**src/h80_bus_pkg.sv**
```systemverilog
package h80_bus_pkg;

   localparam int bus_addr_width = 16;
   localparam int bus_data_width = 16;

   typedef logic [bus_addr_width-1:0] bus_addr_t;
   typedef logic [bus_data_width-1:0] bus_data_t;

   // memory commands, same encoding as the ccc field of a memory instruction
   typedef enum logic [2:0] {
      bus_cmd_none = 3'd0,
      bus_cmd_read_w = 3'd1,
      bus_cmd_write_w = 3'd2
   } bus_cmd_t;

endpackage

```
**src/h80_isa_pkg.sv**
```systemverilog
package h80_isa_pkg;

   localparam int default_reg_width = 16;

   typedef logic [3:0] reg_num_t;   // general register number
   typedef logic [15:0] ins_t;      // one instruction word
   typedef logic [3:0] flag_t;      // s, z, c, v

   // flag bit positions, also the value of an ff field
   localparam int flag_sign = 0;
   localparam int flag_zero = 1;
   localparam int flag_carry = 2;
   localparam int flag_overflow = 3;

   typedef enum logic [2:0] {
      alu_add,
      alu_sub,
      alu_and,
      alu_or,
      alu_xor,
      alu_cp
   } alu_op_t;

   // whole-word opcodes
   localparam ins_t op_nop = 16'h0000;
   localparam ins_t op_halt = 16'h0001;

   // partial fields, compared against the top bits of the word
   localparam logic [11:0] op_jp_r = 12'h01e;           // ins[15:4], rrrr below
   localparam logic [9:0] op_jpn_f = 10'b0000_0011_00;  // ins[15:6], ff rrrr below
   localparam logic [9:0] op_jp_f = 10'b0000_0011_01;   // ins[15:6], ff rrrr below
   localparam logic [7:0] op_move = 8'b0011_1100;       // ins[15:8], aaaa bbbb below

   // top nibble opcodes
   localparam logic [3:0] op_ldi_u = 4'h1;  // dddd nnnnnnnn, zero-extended
   localparam logic [3:0] op_ldi_s = 4'h2;  // dddd nnnnnnnn, sign-extended
   localparam logic [3:0] op_mem = 4'h3;    // ccc 0 aaaa bbbb
   localparam logic [3:0] op_alu_add = 4'h8;
   localparam logic [3:0] op_alu_sub = 4'h9;
   localparam logic [3:0] op_alu_and = 4'hc;
   localparam logic [3:0] op_alu_or = 4'hd;
   localparam logic [3:0] op_alu_xor = 4'he;
   localparam logic [3:0] op_alu_cp = 4'hf;

endpackage

```
**src/h80_alu.sv**
```systemverilog
`timescale 1ns/10ps

module h80_alu #(
   parameter int reg_width = 16
) (
   input  logic clk,
   input  logic reset,
   input  h80_isa_pkg::alu_op_t op,
   input  logic [reg_width-1:0] a,
   input  logic [reg_width-1:0] b,
   input  logic flag_update,
   output logic [reg_width-1:0] result,
   output h80_isa_pkg::flag_t flags
);

   localparam int sb = reg_width - 1;  // sign bit

   logic [reg_width:0] res;  // extra bit holds carry or borrow
   logic carry;
   logic overflow;

   always_comb begin
      case (op)
         h80_isa_pkg::alu_add: res = {1'b0, a} + {1'b0, b};
         h80_isa_pkg::alu_sub,
         h80_isa_pkg::alu_cp:  res = {1'b0, a} - {1'b0, b};
         h80_isa_pkg::alu_and: res = {1'b0, a & b};
         h80_isa_pkg::alu_or:  res = {1'b0, a | b};
         h80_isa_pkg::alu_xor: res = {1'b0, a ^ b};
         default:              res = '0;
      endcase
   end

   assign result = res[sb:0];

   always_comb begin
      case (op)
         h80_isa_pkg::alu_add: begin
            carry = res[reg_width];
            overflow = (a[sb] == b[sb]) && (res[sb] != a[sb]);  // same signs in
         end
         h80_isa_pkg::alu_sub,
         h80_isa_pkg::alu_cp: begin
            carry = res[reg_width];  // borrow
            overflow = (a[sb] != b[sb]) && (res[sb] != a[sb]);
         end
         default: begin
            carry = 1'b0;
            overflow = ~^res[sb:0];  // even parity for logic ops
         end
      endcase
   end

   always_ff @(posedge clk) begin
      if (reset) begin
         flags <= '0;
      end else if (flag_update) begin
         flags[h80_isa_pkg::flag_sign] <= res[sb];
         flags[h80_isa_pkg::flag_zero] <= (res[sb:0] == '0);
         flags[h80_isa_pkg::flag_carry] <= carry;
         flags[h80_isa_pkg::flag_overflow] <= overflow;
      end
   end

endmodule

```
**src/h80_bus_unit.sv**
```systemverilog
`timescale 1ns/10ps

module h80_bus_unit #(
   parameter int reg_width = 16
) (
   input  logic clk,
   input  logic reset,
   input  logic bus_issue,
   input  h80_bus_pkg::bus_cmd_t bus_cmd,
   input  logic [reg_width-1:0] bus_addr,
   input  logic [reg_width-1:0] bus_wr_data,
   output h80_bus_pkg::bus_cmd_t mem_cmd,
   output h80_bus_pkg::bus_addr_t mem_addr,
   output h80_bus_pkg::bus_data_t mem_wr_data,
   input  h80_bus_pkg::bus_data_t mem_rd_data,
   output logic [reg_width-1:0] load_data
);

   // first fetch comes from address 0 straight out of reset
   always_ff @(posedge clk) begin
      if (reset) begin
         mem_cmd <= h80_bus_pkg::bus_cmd_read_w;
         mem_addr <= '0;
      end else if (bus_issue) begin
         mem_cmd <= bus_cmd;
         mem_addr <= bus_addr[h80_bus_pkg::bus_addr_width-1:0];  // low word of address
      end
   end

   always_ff @(posedge clk) begin
      if (bus_issue) begin
         mem_wr_data <= bus_wr_data[h80_bus_pkg::bus_data_width-1:0];
      end
   end

   assign load_data = reg_width'(mem_rd_data);  // zero-extend bus word

   a_mem_cmd_legal: assert property (
      @(posedge clk) disable iff (reset)
      !$isunknown(mem_cmd) && mem_cmd inside {h80_bus_pkg::bus_cmd_none,
                                             h80_bus_pkg::bus_cmd_read_w,
                                             h80_bus_pkg::bus_cmd_write_w}
   );

endmodule

```
**src/h80_control.sv**
```systemverilog
`timescale 1ns/10ps

module h80_control #(
   parameter int reg_width = 16
) (
   input  logic clk,
   input  logic reset,
   input  h80_bus_pkg::bus_data_t mem_rd_data,
   input  logic mem_wait_n,
   input  logic [reg_width-1:0] rd_a,
   input  logic [reg_width-1:0] rd_b,
   input  logic [reg_width-1:0] alu_result,
   input  h80_isa_pkg::flag_t flags,
   input  logic [reg_width-1:0] pc,
   input  logic [reg_width-1:0] next_pc,
   input  logic [reg_width-1:0] load_data,
   output h80_isa_pkg::reg_num_t rd_a_num,
   output h80_isa_pkg::reg_num_t rd_b_num,
   output logic wr_en,
   output h80_isa_pkg::reg_num_t wr_num,
   output logic [reg_width-1:0] wr_data,
   output h80_isa_pkg::alu_op_t alu_op,
   output logic flag_update,
   output logic pc_update,
   output logic pc_jump,
   output logic [reg_width-1:0] pc_target,
   output logic bus_issue,
   output h80_bus_pkg::bus_cmd_t bus_cmd,
   output logic [reg_width-1:0] bus_addr,
   output logic [reg_width-1:0] bus_wr_data,
   output logic halted
);

   typedef enum logic {fetch_exec, bus_rw} state_t;

   state_t state;
   logic load_pend;                    // data access is a load
   h80_isa_pkg::reg_num_t load_num;    // load destination
   h80_isa_pkg::ins_t ins;
   logic done;
   logic is_alu;
   logic is_mem;
   logic mem_go;
   logic halt_go;
   logic [reg_width-1:0] imm_u;
   logic [reg_width-1:0] imm_s;

   assign ins = mem_rd_data;              // fetched word, valid at completion
   assign done = !halted && mem_wait_n;   // an access is always open until halt
   assign imm_u = {{(reg_width-8){1'b0}}, ins[7:0]};
   assign imm_s = {{(reg_width-8){ins[7]}}, ins[7:0]};
   assign is_mem = (ins[15:12] == h80_isa_pkg::op_mem) && !ins[8] &&
                   (ins[11:9] == h80_bus_pkg::bus_cmd_read_w ||
                    ins[11:9] == h80_bus_pkg::bus_cmd_write_w);

   always_comb begin
      is_alu = 1'b1;
      case (ins[15:12])
         h80_isa_pkg::op_alu_add: alu_op = h80_isa_pkg::alu_add;
         h80_isa_pkg::op_alu_sub: alu_op = h80_isa_pkg::alu_sub;
         h80_isa_pkg::op_alu_and: alu_op = h80_isa_pkg::alu_and;
         h80_isa_pkg::op_alu_or:  alu_op = h80_isa_pkg::alu_or;
         h80_isa_pkg::op_alu_xor: alu_op = h80_isa_pkg::alu_xor;
         h80_isa_pkg::op_alu_cp:  alu_op = h80_isa_pkg::alu_cp;
         default: begin
            alu_op = h80_isa_pkg::alu_add;
            is_alu = 1'b0;
         end
      endcase
   end

   always_comb begin
      rd_a_num = ins[7:4];  // alu a, store data, move source
      rd_b_num = ins[3:0];  // alu b, address, jump target
      wr_en = 1'b0;
      wr_num = ins[11:8];
      wr_data = alu_result;
      flag_update = 1'b0;
      pc_update = 1'b0;
      pc_jump = 1'b0;
      pc_target = rd_b;
      bus_issue = done;
      bus_cmd = h80_bus_pkg::bus_cmd_read_w;
      bus_addr = next_pc;
      bus_wr_data = rd_a;
      mem_go = 1'b0;
      halt_go = 1'b0;
      if (state == bus_rw) begin
         bus_addr = pc;  // pc already stepped at execute
         wr_en = done && load_pend;
         wr_num = load_num;
         wr_data = load_data;
      end else begin
         pc_update = done;
         if (ins == h80_isa_pkg::op_nop) begin
            // nothing but the next fetch
         end else if (ins == h80_isa_pkg::op_halt) begin
            halt_go = done;
            bus_cmd = h80_bus_pkg::bus_cmd_none;
         end else if (ins[15:4] == h80_isa_pkg::op_jp_r) begin
            pc_jump = 1'b1;
         end else if (ins[15:6] == h80_isa_pkg::op_jpn_f) begin
            pc_jump = !flags[ins[5:4]];
         end else if (ins[15:6] == h80_isa_pkg::op_jp_f) begin
            pc_jump = flags[ins[5:4]];
         end else if (ins[15:12] == h80_isa_pkg::op_ldi_u) begin
            wr_en = done;
            wr_data = imm_u;
         end else if (ins[15:12] == h80_isa_pkg::op_ldi_s) begin
            wr_en = done;
            wr_data = imm_s;
         end else if (is_mem) begin
            mem_go = done;
            bus_cmd = h80_bus_pkg::bus_cmd_t'(ins[11:9]);
            bus_addr = rd_b;
         end else if (ins[15:8] == h80_isa_pkg::op_move) begin
            wr_en = done;
            wr_num = ins[3:0];
            wr_data = rd_a;
         end else if (is_alu) begin
            flag_update = done;
            wr_en = done && (alu_op != h80_isa_pkg::alu_cp);  // cp only sets flags
         end
      end
   end

   always_ff @(posedge clk) begin
      if (reset) begin
         state <= fetch_exec;
         halted <= 1'b0;
         load_pend <= 1'b0;
      end else if (done) begin
         state <= mem_go ? bus_rw : fetch_exec;
         if (mem_go) begin
            load_pend <= (bus_cmd == h80_bus_pkg::bus_cmd_read_w);
         end
         if (halt_go) begin
            halted <= 1'b1;
         end
      end
   end

   always_ff @(posedge clk) begin
      if (mem_go) begin
         load_num <= ins[7:4];
      end
   end

   // a wait cycle freezes every register in the core
   a_no_issue_in_wait: assert property (
      @(posedge clk) disable iff (reset)
      !mem_wait_n |-> !bus_issue && !wr_en && !flag_update && !pc_update
   );

   // halt is sticky and the core stays idle
   a_halt_quiet: assert property (
      @(posedge clk) disable iff (reset)
      halted |=> halted && !bus_issue && !wr_en && !flag_update && !pc_update
   );

endmodule

```
**src/h80_cpu.sv**
```systemverilog
`timescale 1ns/10ps

module h80_cpu #(
   parameter int reg_width = h80_isa_pkg::default_reg_width
) (
   input  logic clk,
   input  logic reset,
   output h80_bus_pkg::bus_cmd_t mem_cmd,
   output h80_bus_pkg::bus_addr_t mem_addr,
   output h80_bus_pkg::bus_data_t mem_wr_data,
   input  h80_bus_pkg::bus_data_t mem_rd_data,
   input  logic mem_wait_n,
   output logic halted
);

   h80_isa_pkg::reg_num_t rd_a_num;
   h80_isa_pkg::reg_num_t rd_b_num;
   h80_isa_pkg::reg_num_t wr_num;
   h80_isa_pkg::alu_op_t alu_op;
   h80_isa_pkg::flag_t flags;
   h80_bus_pkg::bus_cmd_t bus_cmd;
   logic [reg_width-1:0] rd_a;
   logic [reg_width-1:0] rd_b;
   logic [reg_width-1:0] wr_data;
   logic [reg_width-1:0] alu_result;
   logic [reg_width-1:0] pc;
   logic [reg_width-1:0] next_pc;
   logic [reg_width-1:0] pc_target;
   logic [reg_width-1:0] bus_addr;
   logic [reg_width-1:0] bus_wr_data;
   logic [reg_width-1:0] load_data;
   logic wr_en;
   logic flag_update;
   logic pc_update;
   logic pc_jump;
   logic bus_issue;

   h80_control #(.reg_width(reg_width)) h80_control_i (
      .clk(clk), .reset(reset), .mem_rd_data(mem_rd_data), .mem_wait_n(mem_wait_n),
      .rd_a(rd_a), .rd_b(rd_b), .alu_result(alu_result), .flags(flags),
      .pc(pc), .next_pc(next_pc), .load_data(load_data),
      .rd_a_num(rd_a_num), .rd_b_num(rd_b_num),
      .wr_en(wr_en), .wr_num(wr_num), .wr_data(wr_data),
      .alu_op(alu_op), .flag_update(flag_update),
      .pc_update(pc_update), .pc_jump(pc_jump), .pc_target(pc_target),
      .bus_issue(bus_issue), .bus_cmd(bus_cmd), .bus_addr(bus_addr),
      .bus_wr_data(bus_wr_data), .halted(halted)
   );

   h80_regfile #(.reg_width(reg_width)) h80_regfile_i (
      .clk(clk), .reset(reset),
      .rd_a_num(rd_a_num), .rd_a(rd_a), .rd_b_num(rd_b_num), .rd_b(rd_b),
      .wr_en(wr_en), .wr_num(wr_num), .wr_data(wr_data)
   );

   h80_alu #(.reg_width(reg_width)) h80_alu_i (
      .clk(clk), .reset(reset), .op(alu_op), .a(rd_a), .b(rd_b),
      .flag_update(flag_update), .result(alu_result), .flags(flags)
   );

   h80_pc #(.reg_width(reg_width)) h80_pc_i (
      .clk(clk), .reset(reset), .pc_update(pc_update), .pc_jump(pc_jump),
      .pc_target(pc_target), .pc(pc), .next_pc(next_pc)
   );

   h80_bus_unit #(.reg_width(reg_width)) h80_bus_unit_i (
      .clk(clk), .reset(reset), .bus_issue(bus_issue), .bus_cmd(bus_cmd),
      .bus_addr(bus_addr), .bus_wr_data(bus_wr_data),
      .mem_cmd(mem_cmd), .mem_addr(mem_addr), .mem_wr_data(mem_wr_data),
      .mem_rd_data(mem_rd_data), .load_data(load_data)
   );

endmodule

```
**src/h80_pc.sv**
```systemverilog
`timescale 1ns/10ps

module h80_pc #(
   parameter int reg_width = 16
) (
   input  logic clk,
   input  logic reset,
   input  logic pc_update,
   input  logic pc_jump,
   input  logic [reg_width-1:0] pc_target,
   output logic [reg_width-1:0] pc,
   output logic [reg_width-1:0] next_pc
);

   // instructions are one word, two bytes apart
   assign next_pc = pc_jump ? pc_target : pc + reg_width'(2);

   always_ff @(posedge clk) begin
      if (reset) begin
         pc <= '0;
      end else if (pc_update) begin
         pc <= next_pc;
      end
   end

endmodule

```
**src/h80_regfile.sv**
```systemverilog
`timescale 1ns/10ps

module h80_regfile #(
   parameter int reg_width = 16
) (
   input  logic clk,
   input  logic reset,
   input  h80_isa_pkg::reg_num_t rd_a_num,
   output logic [reg_width-1:0] rd_a,
   input  h80_isa_pkg::reg_num_t rd_b_num,
   output logic [reg_width-1:0] rd_b,
   input  logic wr_en,
   input  h80_isa_pkg::reg_num_t wr_num,
   input  logic [reg_width-1:0] wr_data
);

   logic [reg_width-1:0] regs [16];

   assign rd_a = regs[rd_a_num];  // combinational read ports
   assign rd_b = regs[rd_b_num];

   always_ff @(posedge clk) begin
      if (reset) begin
         for (int i = 0; i < 16; i++) begin
            regs[i] <= '0;
         end
      end else if (wr_en) begin
         regs[wr_num] <= wr_data;
      end
   end

   a_wr_num_known: assert property (
      @(posedge clk) disable iff (reset)
      wr_en |-> !$isunknown(wr_num)
   );

endmodule

```
**config.mk**
```make
export PLATFORM = sky130hd
export DESIGN_NAME = h80_cpu
export DESIGN_NICKNAME = d
export VERILOG_FILES = /design/src/h80_bus_pkg.sv /design/src/h80_isa_pkg.sv /design/src/h80_alu.sv /design/src/h80_bus_unit.sv /design/src/h80_control.sv /design/src/h80_cpu.sv /design/src/h80_pc.sv /design/src/h80_regfile.sv
export SDC_FILE = /design/constraint.sdc
export NUM_CORES = 1
export LEC_CHECK = 0
export BUFFER_PORTS_ARGS = -buffer_cell sky130_fd_sc_hd__buf_2
export CAP_MARGIN = 20
export CORE_ASPECT_RATIO = 1.2
export CORE_MARGIN = 2
export CORE_UTILIZATION = 57
export CTS_CLUSTER_DIAMETER = 50
export DETAILED_ROUTE_END_ITERATION = 12
export HOLD_SLACK_MARGIN = 0.1
export PLACE_DENSITY = 0.81
export REMOVE_ABC_BUFFERS = 1
export SLEW_MARGIN = 20
export SYNTH_ARGS = -nofsm -noshare
export SYNTH_HDL_FRONTEND = slang
export SYNTH_SLANG_ARGS = --single-unit
```
**constraint.sdc**
```tcl
create_clock -name clk -period 6.85 [get_ports clk]
set_clock_uncertainty 0.15 [all_clocks]
set_input_delay 1.37 -clock clk [delete_from_list [all_inputs] [get_ports clk]]
set_output_delay 1.37 -clock clk [all_outputs]
set_load 0.005 [all_outputs]
```
==> Word-level counts from Yosys, hierarchy flattened <==
Memories as Yosys holds them, arrays and structs flattened.
Cells that the tools add are included.
{ "totals": {"regBits": 62, "mem_bits_rw": 256, "out_inout_bits": 36, "wordCells": 160, "memories": 1} }
{ "mem_list": {"columns": ["name", "words", "word_bits", "rd", "rd_clocked_by_memory_dff", "wr", "line_no", "source"], "rows": [
  ["h80_regfile_i.regs", 16, 16, 2, 0, 16, "h80_regfile.sv:17", "logic [reg_width-1:0] regs [16];"]
]} }
{ "classes": {"add_sub_neg": 3, "magnitude_cmp": 1, "n_eq_ne": 26, "mux": 96, "bitwise_logic": 3, "reduce_logical": 21} }
{ "ops": {"columns": ["operator", "n"], "rows": [
  ["16-bit 2-to-1 mux", 21],
  ["17-bit one-hot mux with 5 select lines", 1],
  ["1-bit 2-to-1 mux", 51],
  ["4-bit 2-to-1 mux", 11],
  ["16-bit zero test", 2],
  ["3-bit 2-to-1 mux", 9],
  ["4-bit == test, second input constant", 6],
  ["10-bit by 4-bit == test with 1-bit output, second input constant", 2],
  ["16-bit by 16-bit adder with 17-bit output", 1],
  ["16-bit by 16-bit subtractor with 17-bit output", 1],
  ["16-bit by 2-bit adder with 16-bit output, second input constant", 1],
  ["16-bit bitwise AND", 1],
  ["16-bit by 1-bit == test with 1-bit output, second input constant", 1],
  ["16-bit OR", 1],
  ["16-bit OR reduction", 1],
  ["16-bit XNOR reduction", 1],
  ["16-bit bitwise XOR", 1],
  ["3-bit one-hot mux with 5 select lines", 1],
  ["12-bit by 5-bit == test with 1-bit output, second input constant", 1],
  ["3-bit by 1-bit == test with 1-bit output, second input constant", 3],
  ["3-bit by 2-bit == test with 1-bit output, second input constant", 3],
  ["4-bit by 2-bit == test with 1-bit output, second input constant", 2],
  ["8-bit by 6-bit == test with 1-bit output, second input constant", 1],
  ["1-bit logical AND", 7],
  ["15 further kinds", 20]
]} }

==> Logic depth before layout (Yosys ltp) <==
{ "depth": {"depth_word": 20, "depth_mapped": 28} }

==> Cells and area by module <==
A second synthesis with hierarchy kept.
{ "hier_totals": {"cells_unflattened": 1773, "hier_area_um2": 20329.5} }
{ "modules_own_cells": {"columns": ["module", "n_inst", "cells_per_inst", "area_each_um2", "seq_area_each_um2"], "rows": [
  ["h80_regfile", 1, 859, 13414.1, 7687.4],
  ["h80_alu", 1, 365, 2606.2, 80.1],
  ["h80_control", 1, 279, 1830.5, 180.2],
  ["h80_bus_unit", 1, 93, 1288.7, 860.8],
  ["h80_pc", 1, 177, 1189.9, 320.3]
]} }

==> Least setup slack after synthesis <==
OpenSTA, ideal clock, no wires.
{ "synth_timing": {"path_type": "input to register", "startpoint": "in mem_rd_data[0]", "endpoint": "mem h80_regfile_i.regs[12][12], data pin", "setup_time_ns": 0.266, "arrival_ns": 6.228, "t_required_ns": 6.434, "path_slack_ns": 0.206, "path_stages": 22, "path_buffers": 4, "path_cell_list": "buf_6 > buf_2 > buf_4 > mux4_2 > mux4_2 > inv_1 > ha_1 > nand3_1 > or3_1 > o21ai_0 > xnor2_1 > ha_1 > nand4_1 > a211oi_1 > o21ai_0 > nor2b_1 > xnor2_1 > a222oi_1 > a2111oi_0 > a21oi_1 > clkbuf_1 > nor2_1"} }
{ "synth_lines": {"columns": ["element", "line_no", "source"], "rows": [
  ["from (decl)", "h80_cpu.sv:11", "input h80_bus_pkg::bus_data_t mem_rd_data,"],
  ["to (decl)", "h80_regfile.sv:17", null]
]} }

==> flow_metrics.py <==
metrics = {
    "setup_path": {
        "r2r-end": "h80_regfile_i.regs[3][14]",
        "arrival_ns": 6.60,
        "r2r_cells": 20,
        "r2r-start": "h80_regfile_i.regs[14][0]",
        "critPathLaunchType": "primary input",
        "r2r_setup_slack_ns": 1.17,
        "crit_slowest_cell": "mux4_2",
        "slowest_delay_ns": 0.56,
        "critPathCapture": "h80_regfile_i.regs[3][14]",
        "cp-startpoint": "mem_rd_data[0]",
        "end_kind": "register",
        "path_max_fanout": 18,
        "worst-setup-path-type": "in -> reg",
        "crit_chain": "buf_4 -> mux4_2 -> mux4_2 -> inv_1 -> ha_1 -> nand3_1 -> or3_1 -> o21ai_0 -> buf_4 -> xnor2_1 -> ha_1 -> nand4_1 -> a211oi_1 -> o21ai_0 -> o2bb2ai_1 -> xnor2_1 -> a222oi_1 -> o21ai_0 -> a22oi_1 -> buf_4 -> nor2_1",
        "required_ns": 6.96,
    },
    "synthesis": {
        "ys.warnings.count": 0,
        "yosysTopAreaCell": "edfxtp_1",
        "synthFlopType": "edfxtp_1",
        "synth_edf_count": 276,
        "synth.ff_latch_count": 318,
        "synth_common_cells": "nor2_1 (358), edfxtp_1 (276), mux4_2 (138)",
        "synth_top_area_share_pct": 44.4,
        "netlist_area_sq_um": 18700,
        "ys_seq_area_share_pct": 48.9,
        "synth_cell_types": 73,
        "synth_area_leaders": "edfxtp_1 (44%), mux4_2 (17%), nor2_1 (7.2%)",
        "synth.most_common_cell": "nor2_1",
        "synthCells": 1586,
        "avgSynthCellArea_sq_um": 11.8,
        "async_flop_share_pct": 0,
    },
    "sta": {
        "timing.final.crit_share_pct": 94.7,
        "setup_viol": 0,
        "slew_headroom_pct": 33.6,
        "finalHoldViolations": 0,
        "slew_viol_final": 0,
        "worstMarginPinSlew_ns": 0.992,
        "fin_ws_ns": 0.365,
        "rsz0062_at_grt": "no",
        "fmax_mhz": 154,
        "fin_tns_setup_ns": 0,
        "period_needed_ns": 6.48,
    },
    "detailed_routing": {
        "drtIter0Drc": 2025,
        "wl_per_cell_um": 27.8,
        "ant_nets": 0,
        "route.detailed.drc": 0,
        "avgViaCountPerCell": 6.93,
        "drt_first_pass_iters": 8,
        "vias": 14697,
        "wirelength_mm": 58.9,
    },
    "placement": {
        "placedCellCount": 2057,
        "hpwl_mm": 39.6,
        "gp_congestion": 0.977,
        "port_buffers": 54,
        "pre_cts_slack_ns": 0.00952,
    },
    "clock_tree": {
        "cts.path.max_buffers": 3,
        "numCtsBuffers": 36,
        "cts.sinks": 318,
        "cts.repair.resized": 0,
        "path_clk_slew_ns": 0.06,
        "insertion_delay_ns": 0.55,
        "clock-root-buffer": "clkbuf_16",
        "htreeDepth": 2,
        "cts_setup_buffers": 0,
        "cts_tree": "done",
        "ctsHoldBuffers": 0,
    },
    "layout": {
        "layout.nets": 1766,
        "syn2layout_area_growth_pct": 13.3,
        "antenna_cells": 0,
        "instances_no_fill": 2122,
        "final_layout_size_suffix_gt1_share_pct": 23.1,
        "post-route-util_pct": 65.6,
    },
    "floorplanning": {
        "initial_core_util_pct": 57.9,
        "dieHeight_um": 202,
        "fp-row-count": 72,
        "die_x_um": 169,
        "coreArea_sq_um": 32300,
        "design.portCount": 55,
        "design.die.area_sq_um": 34200,
    },
    "global_routing": {
        "grt-ovfl-total": 0,
        "antenna_found_initial": 0,
        "grt_pass1_vias": 14934,
        "grtUsageTotal_pct": 34.9,
        "grt_start_max_net_pins": 49,
        "grt_pass1_wl_mm": 88.6,
    },
    "outcome": {
        "status": "complete, no violations",
    },
    "pwr": {
        "p_leak_nw": 7.93,
        "vdd_drop_max_mv": 0.192,
        "powerDensity_nw_per_um2": 278,
    },
    "run": {
        "maxCapViolations": 0,
    },
    "worst_hold_path": {
        "hold_path_class": "reg -> reg",
    },
}
==> state kept, by name (all words and copies together) (netlist names) <==
register / cells
h80_control_i.load_pend: 1
h80_bus_unit_i.mem_cmd: 3
h80_control_i.load_num: 4
h80_pc_i.pc: 16
h80_regfile_i.regs: 256
h80_bus_unit_i.mem_addr: 16
h80_alu_i.flags: 4
h80_bus_unit_i.mem_wr_data: 16
h80_control_i.state: 1
h80_control_i.halted: 1
==> layout make-up <==
cell class / count / area [sq um]
sequential: 318 / 9130
inverter: 49 / 184
multi-input combinational: 1098 / 8770
fill: 2298 / 11100
tap: 407 / 509
clock buffer: 43 / 948
clock inverter: 22 / 284
timing repair buffer: 185 / 1320
==> report_power, final <==
group,leakage (nW),switching (mW),internal [mW]
registers,3.18,0.0416,2.18
clock network,0.586,0.829,1.20
logic,4.16,0.938,0.694
==> cells by family (layout without fill, tap and decap cells) <==
group	after synthesis	after routing	synth area share, %
AND/OR/NAND/NOR	561	561	12.8
flip-flops	318	318	48.9
AO/OA/AOI/OAI	269	269	9.18
multiplexers	171	171	19.1
buffers and inverters	170	299	4.20
adder cells (fa/ha/maj)	59	59	3.99
XOR/XNOR	38	38	1.78
==> placed cells by master, fill, tap and decap left out, drive strengths merged, types with 12 or more instances in the layout <==
cell type / instances
nand2: 74
nand2b: 22
edfxtp: 276
a31oi: 15
mux4: 145
mux2i: 17
xnor2: 32
buf: 185
a21oi: 82
dfxtp: 42
a22oi: 28
inv: 53
nand3: 27
nor2b: 12
clkbuf: 43
and3: 17
nor3: 21
o22ai: 14
o21ai: 59
ha: 58
nor2: 358
==> worst max-delay path: cells and delay by family <==
family                     cells  cell delay, ns
AOI/OAI and AO/OA              7            1.54
muxes                          2            1.10
and+or+nand+nor                4            0.88
buffers and inverters          4            0.87
adders and majority gates      2            0.59
xor gates and xnor gates       2            0.21
==> per-layer routing <==
metal | part of all wire [%] | vias up | GRT usage (%)
met3 | 12 | 363 | 8.42
met5 | 0 | - | 0
met4 | 8.1 | 0 | 23.2
li1 | - | 6152 | -
met1 | 31 | 6995 | 41.1
met2 | 48 | 1187 | 56.8
==> worst min-delay path by stage <==
| stage | startpoint | to | cells past startpoint |
|---|---|---|---|
| global route | h80_bus_unit_i.mem_addr[9] | h80_bus_unit_i.mem_addr[9] | 2 |
| finish | h80_bus_unit_i.mem_addr[1] | h80_bus_unit_i.mem_addr[1] | 2 |
| global placement | h80_bus_unit_i.mem_addr[14] | h80_bus_unit_i.mem_addr[14] | 2 |
| floorplan | h80_alu_i.flags[2] | h80_alu_i.flags[2] | 2 |
| detailed placement | h80_bus_unit_i.mem_addr[1] | h80_bus_unit_i.mem_addr[1] | 2 |
| CTS | h80_bus_unit_i.mem_addr[1] | h80_bus_unit_i.mem_addr[1] | 2 |
==> through the flow <==
stage          hold WS [ns]  instance area (sq um)  power, mW
6_report              0.302                  21200       5.88
5_1_grt               0.327                  21200       6.06
4_1_cts               0.309                  21200       5.85
3_5_place_dp          0.296                  19900       3.84
3_3_place_gp          0.283                  19900       3.80
2_1_floorplan         0.273                  18100       3.16
No activity file was read; power rests on OpenSTA's default activity.
